[src/ec_mod_pkg.sv]
`default_nettype none

package ec_mod_pkg;

   // *************************************************
   // widths and pipeline timing
   // *************************************************
   localparam int word_w      = 256;
   localparam int limb_w      = 32;
   localparam int add_stages  = 8;             // ppn_add latency in cycles.
   localparam int job_latency = 17;            // count value that loads the result.
   localparam int cmd_depth   = 4;
   localparam int res_depth   = 4;

   typedef logic [word_w-1:0] word_t;

   // *************************************************
   // curve25519 moduli
   // *************************************************
   localparam word_t p_mod =
      256'h7fffffff_ffffffff_ffffffff_ffffffff_ffffffff_ffffffff_ffffffff_ffffffed;
   localparam word_t n_mod =
      256'h10000000_00000000_00000000_00000000_14def9de_a2f79cd6_5812631a_5cf5d3ed;
   localparam word_t p_comp =
      256'h80000000_00000000_00000000_00000000_00000000_00000000_00000000_00000013;
   localparam word_t n_comp =
      256'hefffffff_ffffffff_ffffffff_ffffffff_eb210621_5d086329_a7ed9ce5_a30a2c13;

   typedef enum logic [1:0] {
      op_add_p = 2'b00,
      op_add_n = 2'b01,
      op_sub_p = 2'b10,                        // high bit selects subtraction.
      op_sub_n = 2'b11
   } mod_op_t;

   typedef struct packed {
      mod_op_t op;
      word_t   a;
      word_t   b;
   } mod_cmd_t;

endpackage

`default_nettype wire

[src/mod_job_if.sv]
`timescale 1ns/1ps
`default_nettype none

interface mod_job_if import ec_mod_pkg::*; ();

   logic    start;                             // held high for the whole job.
   mod_op_t op;
   word_t   a;
   word_t   b;
   word_t   result;
   logic    done;                              // one cycle pulse with result.

   modport issuer (
      output start, op, a, b,
      input  result, done
   );

   modport worker (
      input  start, op, a, b,
      output result, done
   );

endinterface

`default_nettype wire

[src/mod_job_seq.sv]
`timescale 1ns/1ps
`default_nettype none

module mod_job_seq import ec_mod_pkg::*; (
   input  logic       clk,
   input  logic       reset,
   input  mod_cmd_t   cmd,
   input  logic       cmd_empty,
   output logic       cmd_rd,
   input  logic       res_full,
   output logic       res_wr,
   output word_t      res_data,
   mod_job_if.issuer  job
);

   typedef enum logic {
      st_idle,
      st_busy
   } state_t;

   state_t   state;
   mod_cmd_t cmd_q;

   // room is checked at pop time, so the push on done always fits.
   assign cmd_rd   = (state == st_idle) && !cmd_empty && !res_full;
   assign res_wr   = (state == st_busy) && job.done;
   assign res_data = job.result;

   always_ff @(posedge clk) begin
      if (reset) begin
         state <= st_idle;
      end else begin
         case (state)
            st_idle: begin
               if (cmd_rd) begin
                  state <= st_busy;
               end
            end
            st_busy: begin
               if (job.done) begin
                  state <= st_idle;                // start falls the cycle after done.
               end
            end
            default: state <= st_idle;
         endcase
      end
   end

   always_ff @(posedge clk) begin
      if (cmd_rd) begin
         cmd_q <= cmd;
      end
   end

   assign job.start = (state == st_busy);
   assign job.op    = cmd_q.op;
   assign job.a     = cmd_q.a;
   assign job.b     = cmd_q.b;

   a_done_when_busy : assert property (@(posedge clk) disable iff (reset)
      job.done |-> (state == st_busy))
      else $error("done seen with no job in flight.");

endmodule

`default_nettype wire

[src/flat_wrapper.sv]
// flat-port wrapper written by rule: the top's interface ports become plain ports
module mod_job_seq_flat import ec_mod_pkg::*;
  (clk, reset, cmd, cmd_empty, cmd_rd, res_full, res_wr, res_data, job_start, job_op, job_a, job_b, job_result, job_done);
  mod_job_if job_i ();
  input  logic clk;
  input  logic reset;
  input  mod_cmd_t cmd;
  input  logic cmd_empty;
  output logic cmd_rd;
  input  logic res_full;
  output logic res_wr;
  output word_t res_data;
  output wire logic [$bits(job_i.start)-1:0] job_start;
  output wire logic [$bits(job_i.op)-1:0] job_op;
  output wire logic [$bits(job_i.a)-1:0] job_a;
  output wire logic [$bits(job_i.b)-1:0] job_b;
  input wire logic [$bits(job_i.result)-1:0] job_result;
  input wire logic [$bits(job_i.done)-1:0] job_done;
  assign job_start = job_i.start;
  assign job_op = job_i.op;
  assign job_a = job_i.a;
  assign job_b = job_i.b;
  assign job_i.result = job_result;
  assign job_i.done = job_done;
  mod_job_seq u_core (.clk(clk), .reset(reset), .cmd(cmd), .cmd_empty(cmd_empty), .cmd_rd(cmd_rd), .res_full(res_full), .res_wr(res_wr), .res_data(res_data), .job(job_i));
endmodule
[config.mk]
export PLATFORM = sky130hd
export DESIGN_NAME = mod_job_seq_flat
export DESIGN_NICKNAME = d
export VERILOG_FILES = /design/src/ec_mod_pkg.sv /design/src/mod_job_if.sv /design/src/mod_job_seq.sv /design/src/flat_wrapper.sv
export SDC_FILE = /design/constraint.sdc
export NUM_CORES = 1
export LEC_CHECK = 0
export ABC_AREA = 1
export BUFFER_PORTS_ARGS = -buffer_cell sky130_fd_sc_hd__clkbuf_2
export CAP_MARGIN = 30
export CORE_AREA = 2 2 606 608
export DETAILED_ROUTE_END_ITERATION = 8
export DIE_AREA = 0 0 608 610
export PLACE_DENSITY = 0.3
export REMOVE_ABC_BUFFERS = 1
export SYNTH_ARGS = -nofsm -noshare
export SYNTH_HDL_FRONTEND = slang
export SYNTH_SLANG_ARGS = --single-unit
export TNS_END_PERCENT = 20
[constraint.sdc]
create_clock -name clk -period 16.1 [get_ports clk]
set_input_delay 0.805 -clock clk [delete_from_list [all_inputs] [get_ports clk]]
set_output_delay 0.805 -clock clk [all_outputs]
set_load 0.01 [all_outputs]
==> metrics.yaml <==
status: "complete, no violations"
dieArea_sq_mm: 0.3709
antenna_found_initial: 36
p_int_uw: 2497
peakVddDrop_mv: 0.08052
combPwrFrac_pct: 6.2
synth_fa_ha_area_share_pct: 0
yosys.area.top_type_share_pct: 88.63
p_sw_share_pct: 25.99
via_count: 13190
hp-class: "input pin to flop"
postSynthAreaPerCell_sq_um: 22.33
drc_errors: 0
cp_max_fo: 43
clk-insertion-delay-late_ns: 0.80
overflow: 0
ant_nets: 0
filler_cell_count: 42300
slew-limit-headroom_pct: 42.73
path_buf_inv: 2
yosys-top-cells-area: "edfxtp_1 89%, buf_4 11%, dfxtp_1 0.11%"
slew_viol_final: 0
p_per_area_mw_per_mm2: 116.0
rows: 222
critPathKind: "flop to output pin"
synth-seq-cells: 515
synthXorXnorAreaFrac_pct: 0
setup-tns-final_ns: 0
cts_max_level: 3
total_power_uw: 3374
synth.distinct_cells: 7
post_cts_buffers: 0
synthCells: 780
numCtsBuffers: 74
start_util_pct: 4.779
syn2layout_area_growth_pct: 67.07
skew_ns: 0.07846
cpPeakStageDelay_ns: 0.41
grt_pass1_vias: 11700
synth_mux_area_share_pct: 0
period_needed_ns: 3.098
wl_per_cell_microns: 33.92
first_iter_violations: 1877
clk_pin_slew_ns: 0.08
required_ns: 15.29
cp_slowest_cell: "inv_8"
cts_hold_buffers: 0
wl_microns: 221400
post_cts_resized: 0
max_freq_mhz: 322.8
place_congestion: 1.120
p_leak_uw: 0.01030
worstPathArrival_ns: 2.29
drive_above_1_share_pct: 67.75
io_buffers: 1035
start_kind: "flop"
core-area_sq_mm: 0.3644
synth_top_family_by_area: "buffers and inverters"
grt_max_degree: 79
first_pass_iters: 6
seq_area_frac_synth_pct: 88.74
fp.dieW_microns: 608
worst_pin_slew_ns: 0.8591
min_period_over_period_pct: 19.24
yosysWarnings: 0
yosysTopAreaCell: "edfxtp_1"
power.share.clock_pct: 47.1
nets: 2421
syn-cell-area_sq_mm: 0.01742
cts_root_buffer: "clkbuf_16"
dpl.hpwl_microns: 195500
p_sw_uw: 877.0
cts_tree: "yes"
grtUsageTotal_pct: 11.42
numClockSinks: 515
vias_per_cell: 2.020
postLayoutCellArea_sq_mm: 0.02910
rsz0062_at_grt: "no"
place_area_sq_mm: 0.02679
crit_family: "buffers and inverters"
dieHeight_microns: 610
hold_viol_final: 0
synth_compound_area_share_pct: 0.05029
synth-simple-area-share_pct: 0.08621
setup_viol: 0
grt_pass1_wl_microns: 245400
seq_power_share_pct: 46.6
path_cells: "nor2_1 > nand2_1 > inv_8 > clkbuf_2"
io_pins: 1548
clock_path_buffers: 4
maxCapViolations: 0
critPathCaptureType: "output pin"
[cell families (layout without fill, tap and decap cells)]
| group | count (synthesis) | in the layout |
|---|---|---|
| AO/OA/AOI/OAI | 1 | 1 |
| buffers and inverters | 260 | 1179 |
| AND/OR/NAND/NOR | 4 | 4 |
| flip-flops | 515 | 515 |
| other | 0 | 11 |
[worst paths after layout]
kind                    start           endpoint  slack, ns  depth (start not counted)
max          u_core.job.start             cmd_rd      13.00                          4
min                  cmd[470]  u_core.job.a[214]       0.18                          1
max reg2reg  u_core.job.start  u_core.job.b[251]      13.07                          5
min reg2reg  u_core.job.start   u_core.job.start       0.53                          2
[power groups by stage]
stage / Clock [uW] / Combinational [uW] / Sequential, uW
finish: 1590 / 211 / 1570
global route: 1700 / 225 / 1580
CTS: 1680 / 214 / 1580
detailed placement: 0 / 214 / 1600
global placement: 0 / 212 / 1600
floorplan: 0 / 20.4 / 1650
[cell usage after synthesis, drive strengths merged]
library cell  count
buf             256
inv               4
edfxtp          514
a21oi             1
dfxtp             1
nand2             3
nor2              1
[metal layers]
layer  GRT usage (%)  routed length (microns)
met3           18.32                    73290
met4           2.547                     5149
met2           13.43                    76270
met1           8.842                    60150
met5           11.18                     6510
[through the flow]
stage	hold WS (ns)	instances	util, %	worst slack [ns]
floorplan	0.5175	524	-	4.284
global placement	0.5432	6382	7.343	11.75
detailed placement	0.5313	6383	7.350	11.75
CTS	0.05471	6512	7.954	12.35
global route	0.09619	6516	7.977	12.80
finish	0.1828	6526	7.984	13.00
[layout make-up]
cell class              instances  area [sq um]  share of cell area, %
flip-flops and latches        515         15450                  53.12
well taps                    4816          6026                  20.71
repair buffers               1046          5343                  18.36
clock buffers                  87          1901                  6.532
clock inverters                42         299.0                  1.028
diodes                         11         27.53                0.09460
multi-input cells               5         23.77                0.08170
inverters                       4         22.52                0.07740
[worst register-to-register path, stage by stage (launching register included)]
cell and delay (ns):
dfxtp_1 0.34, nor2_1 0.18, nand2_1 0.20, inv_8 0.42
buf_4 0.68, buf_4 0.74
[registers in the layout, indices dropped and copies added, names as in the netlist]
| name | cells |
|---|---|
| u_core.job.a | 256 |
| u_core.job.b | 256 |
| u_core.job.op | 2 |
| u_core.job.start | 1 |
[cells in the final DEF, fill, tap and decap left out, types with 7 or more instances in the layout]
| master | synthesis | final |
|---|---|---|
| clkinv_2 | 0 | 9 |
| diode_2 | 0 | 11 |
| clkbuf_1 | 0 | 13 |
| clkbuf_16 | 0 | 74 |
| clkbuf_2 | 0 | 1035 |
| buf_4 | 256 | 7 |
| edfxtp_1 | 514 | 514 |
| clkinv_1 | 0 | 13 |
| inv_6 | 0 | 9 |
Note: power is estimated with default switching activity, not from simulation.
