<file path="config.mk">
export PLATFORM = sky130hd
export DESIGN_NAME = sync_fifo
export DESIGN_NICKNAME = d
export VERILOG_FILES = /design/src/sync_fifo.sv
export SDC_FILE = /design/constraint.sdc
export NUM_CORES = 1
export LEC_CHECK = 0
export BUFFER_PORTS_ARGS = -buffer_cell sky130_fd_sc_hd__buf_4
export CAP_MARGIN = 10
export CELL_PAD_IN_SITES_DETAIL_PLACEMENT = 1
export CELL_PAD_IN_SITES_GLOBAL_PLACEMENT = 1
export CORE_MARGIN = 4
export CORE_UTILIZATION = 53
export CTS_CLUSTER_DIAMETER = 150
export CTS_CLUSTER_SIZE = 28
export DETAILED_ROUTE_END_ITERATION = 6
export GPL_TIMING_DRIVEN = 0
export MAX_ROUTING_LAYER = met4
export PLACE_DENSITY = 0.89
export SYNTH_ARGS = -nofsm -noshare
export SYNTH_HDL_FRONTEND = slang
export SYNTH_SLANG_ARGS = --single-unit
</file>
<file path="constraint.sdc">
create_clock -name clk -period 6.3 [get_ports clk]
set_input_delay 1.575 -clock clk [delete_from_list [all_inputs] [get_ports clk]]
set_output_delay 1.575 -clock clk [all_outputs]
set_load 0.01 [all_outputs]
</file>
<file path="src/sync_fifo.sv">
`timescale 1ns/1ps
`default_nettype none

module sync_fifo #(
   parameter type payload_t = logic [31:0],
   parameter int  depth     = 4
) (
   input  logic     clk,
   input  logic     reset,
   input  logic     wr,
   input  payload_t wr_data,
   output logic     full,
   input  logic     rd,
   output payload_t rd_data,
   output logic     empty
);

   localparam int aw = (depth > 1) ? $clog2(depth) : 1;
   localparam int cw = $clog2(depth + 1);

   payload_t        mem [depth];
   logic [aw-1:0]   wr_ptr;
   logic [aw-1:0]   rd_ptr;
   logic [cw-1:0]   count;
   logic            do_wr;
   logic            do_rd;

   assign do_wr = wr && !full;
   assign do_rd = rd && !empty;

   always_ff @(posedge clk) begin
      if (do_wr) begin
         mem[wr_ptr] <= wr_data;
      end
   end

   always_ff @(posedge clk) begin
      if (reset) begin
         wr_ptr <= '0;
         rd_ptr <= '0;
         count  <= '0;
      end else begin
         if (do_wr) begin
            wr_ptr <= (wr_ptr == aw'(depth - 1)) ? '0 : wr_ptr + 1'b1;
         end
         if (do_rd) begin
            rd_ptr <= (rd_ptr == aw'(depth - 1)) ? '0 : rd_ptr + 1'b1;
         end
         if (do_wr && !do_rd) begin
            count <= count + 1'b1;
         end else if (do_rd && !do_wr) begin
            count <= count - 1'b1;
         end
      end
   end

   assign rd_data = mem[rd_ptr];               // oldest entry is always on show.
   assign full    = (count == cw'(depth));
   assign empty   = (count == '0);

   a_no_overflow : assert property (@(posedge clk) disable iff (reset) wr |-> !full)
      else $error("write into a full queue.");
   a_no_underflow : assert property (@(posedge clk) disable iff (reset) rd |-> !empty)
      else $error("read from an empty queue.");

endmodule

`default_nettype wire

</file>
==> impl_metrics.yaml, run 1 <==
cells_and_area:
  layout_commonest_cell: "edfxtp_1"
  mostFrequentLayoutCells: "edfxtp_1 (128), buf_4 (71), mux4_2 (32)"
  fill_cells: 775
  diodes: 0
  nets: 347
  syn_to_final_growth_pct: 24.3
  layout-drive-gt1-share_pct: 46.1
  fin_area_sq_um: 6340
hold_path:
  min_path_type: "reg -> reg"
cts:
  cts_tree: "built"
  hold_buffers: 0
  cts_buffers: 17
  cts_setup_buffers: 0
  htree_levels: 4
  cts.clk_slew.worst_paths_ns: 0.06
  cts_root_buf: "clkbuf_8"
  cts_num_sinks: 137
  cts_resized: 0
  clock_latency_ns: 0.51
  cts_buffer_depth: 2
global_route:
  grt_antenna_before_repair: 0
  grt_pass1_vias: 2688
  grt_pass1_wl_microns: 15300
  grt_use_total_pct: 19.5
  overflow: 0
  grt_max_degree: 33
detailed_routing:
  drc: 0
  drt_iter0_markers: 69
  drt_wl_total_microns: 9660
  wl_per_cell_microns: 21.7
  ant_nets: 0
  via_per_inst: 5.39
  dr.pass1.iters: 4
  vias: 2403
timing:
  finalSetupViolCount: 0
  relSlewSlack_pct: 40.3
  fmax_mhz: 274
  post-route-period-util_pct: 58.0
  fin_worst_skew_ns: 0.00898
  fin_setup_tns_ns: 0
  worst-slew-pin-transition_ns: 0.895
  min_period_ns: 3.65
  rsz0062_at_grt: "false"
  finalHoldViolations: 0
  report.final.slew_viol_count: 0
die:
  io_pins: 70
  die_h_microns: 106
  core_sq_um: 9280
  die_w_microns: 106
  die_area_sq_um: 11300
  start_util_pct: 54.9
  rows: 35
setup_path:
  crit_family: "buffers and inverters"
  cp.arrival_ns: 2.08
  slowest_delay_ns: 0.55
  worst-setup-path-type: "reg -> out"
  cp_max_fo: 10
  cp-start-kind: "flip-flop"
  slowest_stage: "buf_1"
  worstPathCellList: "buf_1 -> mux4_2 -> buf_4"
  path_buf_inv: 2
  endpoint_kind: "output port"
  cp.required_ns: 4.72
placed_design:
  dp_hpwl_microns: 5990
  place_area_sq_um: 5770
  gp_congestion: 0.672
  io_buffers: 68
synthesis:
  synth_top_area_share_pct: 75.4
  avgSynthCellArea_sq_um: 23.5
  synth_top_area_cell: "edfxtp_1"
  ys_types: 27
  synth_area_sq_um: 5100
  synthesis.instances: 217
  synth_nets: 260
  synth_area_leaders: "edfxtp_1 (75%), mux4_2 (14%), dfxtp_1 (3.5%), ha_1 (1.5%), and3_2 (0.59%)"
  synth_warnings: 0
  synth_seq_cells: 137
  yosysSeqAreaShare_pct: 78.9
flow_run:
  drv_cap: 0
power_and_ir_drop:
  peakVddDrop_mv: 0.229
  power_mw: 2.65
  total_leakage_power_nw: 2.19
  pwr_density_cell_nw_per_um2: 418
run_status:
  status: "completed"
[where the power goes]
part           switching, mW  internal [mW]
Sequential            0.0363           1.10
Combinational          0.275          0.297
Clock                  0.401          0.539
[logic make-up (layout without fill, tap and decap cells)]
family / after synthesis / after routing / share of synthesized area, %
AOI/OAI and AO/OA: 7 / 7 / 0.981
xor gates and xnor gates: 2 / 2 / 0.344
buffers and inverters: 14 / 114 / 1.52
DFF: 137 / 137 / 78.9
and+or+nand+nor: 16 / 16 / 1.84
muxes: 34 / 34 / 14.5
adders and majority gates: 7 / 7 / 1.87
[sequential cells by signal (all words and copies together), names as in the netlist, named ones only]
signal,flops
wr_ptr,2
mem,128
rd_ptr,2
count,3
[synthesized netlist by cell type]
master,count
edfxtp_1,128
mux4_2,32
dfxtp_1,9
ha_1,6
and3_2,4
inv_1,4
a21oi_1,3
buf_1,3
buf_4,3
nor2_1,3
mux2i_1,2
nand3_1,2
nor3_1,2
o31ai_2,2
xor2_1,2
buf_2,1
buf_6,1
clkbuf_1,1
clkinv_4,1
fa_1,1
nand2_1,1
nor2_2,1
o21ai_0,1
o21ai_1,1
or3_1,1
or3_2,1
or3b_1,1
[stage by stage]
step	utilization (%)	setup WS (ns)	cells	hold slack [ns]
after floorplan	-	3.20	217	0.463
after global placement	62.2	3.00	414	0.484
after detailed placement	62.2	2.92	414	0.511
after CTS	68.3	2.60	446	0.530
after global routing	68.3	2.53	446	0.561
final	68.3	2.65	446	0.530
[area by class of cell]
class / count / area, sq um / share of cell area, %
plain buffers: 9 / 53.8 / 0.849
clock buffers: 17 / 414 / 6.53
clock inverters: 15 / 155 / 2.45
inverters: 5 / 23.8 / 0.375
multi-input cells: 66 / 997 / 15.7
flip-flops and latches: 137 / 4020 / 63.5
well taps: 129 / 161 / 2.55
repair buffers: 68 / 510 / 8.05
[metal layers]
layer  vias to the layer above  global-route usage, %  wire length [microns]  part of all wire (%)
met4                         0                   6.94                    104                   1.1
li1                       1079                      -                      -                     -
met2                        58                   34.7                   5550                    57
met3                        11                   4.25                    298                   3.1
met5                         -                      -                      0                     0
met1                      1255                   21.7                   3710                    38
[path summary, 6_finish.rpt]
check                               start          end  slack [ns]  cells past startpoint
worst max-delay path            flip-flop  rd_data[23]        2.65                      3
worst min-delay path            rd_ptr[0]    rd_ptr[0]        0.53                      2
worst max register to register   count[0]     count[2]        3.94                     10
worst min register to register  rd_ptr[0]    rd_ptr[0]        0.53                      2
[tightest hold or removal path: cells and delay by family (launching register included)]
| kind | cells | cell delay [ns] |
|---|---|---|
| AOI/OAI and AO/OA | 1 | 0.07 |
| and+or+nand+nor | 1 | 0.07 |
| DFF | 1 | 0.34 |
Note: power is estimated with default switching activity, not from simulation.
==> run 2, diff against run 1 <==
--- a/config.mk
+++ b/config.mk
@@ -10,13 +10,13 @@
 export CELL_PAD_IN_SITES_DETAIL_PLACEMENT = 1
 export CELL_PAD_IN_SITES_GLOBAL_PLACEMENT = 1
 export CORE_MARGIN = 4
-export CORE_UTILIZATION = 53
+export CORE_UTILIZATION = 45
 export CTS_CLUSTER_DIAMETER = 150
 export CTS_CLUSTER_SIZE = 28
 export DETAILED_ROUTE_END_ITERATION = 6
 export GPL_TIMING_DRIVEN = 0
 export MAX_ROUTING_LAYER = met4
-export PLACE_DENSITY = 0.89
+export PLACE_DENSITY = 0.81
 export SYNTH_ARGS = -nofsm -noshare
 export SYNTH_HDL_FRONTEND = slang
 export SYNTH_SLANG_ARGS = --single-unit
==> constraint.sdc (replaced) <==
create_clock -name clk -period 3.14 [get_ports clk]
set_input_delay 0.785 -clock clk [delete_from_list [all_inputs] [get_ports clk]]
set_output_delay 0.785 -clock clk [all_outputs]
set_load 0.01 [all_outputs]
==> run 2 against run 1 <==
Count of clock-buffer cells in the layout up 1; combinational power rose by 99%; clock skew rose by 0.0047 ns; highest routed layer unchanged; routed wire length decreased by 3.9%; global-route usage shrank 3.7 points; design area grew 1.0%; sequential cell count unchanged; sequential power increased by 100%; clock power is 120% higher; sequential share of layout area is 0.66 points lower; hold slack improved by 0.0049 ns; core utilization decreased by 10 points.
==> impl_metrics.yaml, run 2 (same netlist as run 1, synthesis figures left out) <==
cells_and_area:
  largest_register: "mem"
  diodes: 0
  largest_register_ffs: 128
  syn_to_final_growth_pct: 25.6
  layout_commonest_cell: "edfxtp_1"
  mostFrequentLayoutCells: "edfxtp_1 (128), buf_4 (71), mux4_2 (32)"
  layout-drive-gt1-share_pct: 45.6
  nets: 347
  top_regs: "mem x128, count x3"
die:
  rows: 38
  core_sq_um: 11000
  die_h_microns: 114
  die_area_sq_um: 13100
  start_util_pct: 46.4
  die_w_microns: 114
  io_pins: 70
cts:
  hold_buffers: 0
  clock_latency_ns: 0.41
  cts_num_sinks: 137
  cts_setup_buffers: 0
  htree_levels: 4
  cts_tree: "built"
  cts_resized: 0
  cts_root_buf: "clkbuf_16"
  cts.clk_slew.worst_paths_ns: 0.06
  cts_buffer_depth: 2
  cts_buffers: 17
timing:
  finalSetupViolCount: 0
  report.final.slew_viol_count: 0
  relSlewSlack_pct: 40.8
  finalHoldViolations: 0
  timing.final.ws_setup_ns: 0.352
  fin_worst_skew_ns: 0.0136
  rsz0062_at_grt: "false"
  post-route-period-util_pct: 88.8
  worst-slew-pin-transition_ns: 0.888
  fin_setup_tns_ns: 0
  min_period_ns: 2.79
  fmax_mhz: 359
setup_path:
  path_buf_inv: 2
  slowest_stage: "buf_1"
  worst-setup-path-type: "reg -> out"
  endpoint_kind: "output port"
  cp.arrival_ns: 2.00
  cp.depth: 3
  slowest_delay_ns: 0.56
  cp_max_fo: 10
  worstRegToRegCells: 10
  cp-start-kind: "flip-flop"
  worstPathCellList: "buf_1 -> mux4_2 -> buf_4"
  crit_family: "buffers and inverters"
  cp.required_ns: 2.35
detailed_routing:
  vias: 2366
  via_per_inst: 5.19
  ant_nets: 0
  wl_per_cell_microns: 20.4
  drc: 0
  drt_iter0_markers: 150
  dr.pass1.iters: 4
  drt_wl_total_microns: 9290
power_and_ir_drop:
  pwr_density_cell_nw_per_um2: 860
  peakVddDrop_mv: 0.380
  total_leakage_power_nw: 2.22
hold_path:
  hold_depth: 2
  min_path_type: "reg -> reg"
run_status:
  status: "completed"
placed_design:
  gp_congestion: 0.647
  dp_hpwl_microns: 5740
  io_buffers: 68
  dp_slack_ns: 0.575
global_route:
  grt_pass1_vias: 2620
  overflow: 0
  grt_use_total_pct: 15.8
  grt_antenna_before_repair: 0
  grt_max_degree: 33
  grt_pass1_wl_microns: 14400
flow_run:
  drv_cap: 0
-- run 2: cell count changes in the layout (fill, tap and decap cells not counted), sizes merged --
cell      before  now
bufinv         1    4
clkinvlp       4    2
clkinv         2    4
clkbuf        18   19
inv           13    8
-- run 2: layout make-up --
type	count	area [sq um]
fill	949	4580
sequential	137	4020
multi-input combinational	66	997
timing repair buffer	68	510
clock buffer	18	429
clock inverter	13	193
tap	140	175
buffer	9	53.8
inverter	5	23.8
-- run 2: power by group --
| group | internal, mW | switching, mW | leakage, nW | total (mW) |
|---|---|---|---|---|
| Combinational | 0.597 | 0.543 | 0.679 | 1.14 |
| Sequential | 2.22 | 0.0712 | 1.25 | 2.29 |
| Clock | 1.34 | 0.747 | 0.298 | 2.08 |
-- run 2: final timing paths --
kind	start	endpoint	slack, ns
max reg2reg	count[0]	count[2]	0.79
min reg2reg	wr_ptr[1]	wr_ptr[1]	0.53
max	flip-flop	rd_data[27]	0.35
min	wr_ptr[1]	wr_ptr[1]	0.53
-- run 2: per-layer routing --
layer	global-route usage, %	routed length (microns)
met2	25.3	4840
met4	5.07	83
met5	-	0
met1	19.2	3840
met3	4.92	524
-- run 2: worst min-delay path, cell delays in order, from the launching register on --
cell	delay (ns)
dfxtp_1	0.33
o21ai_1	0.09
a21oi_1	0.07
-- run 2: per-stage QoR --
stage / hold WS, ns / instance area [sq um] / utilization (%) / power [mW] / instances
2_1_floorplan: 0.463 / 5100 / - / 2.99 / 217
3_3_place_gp: 0.489 / 5780 / 52.7 / 3.45 / 425
3_5_place_dp: 0.495 / 5780 / 52.7 / 3.50 / 425
4_1_cts: 0.539 / 6410 / 58.3 / 5.58 / 456
5_1_grt: 0.556 / 6410 / 58.3 / 5.78 / 456
6_report: 0.534 / 6410 / 58.3 / 5.51 / 456
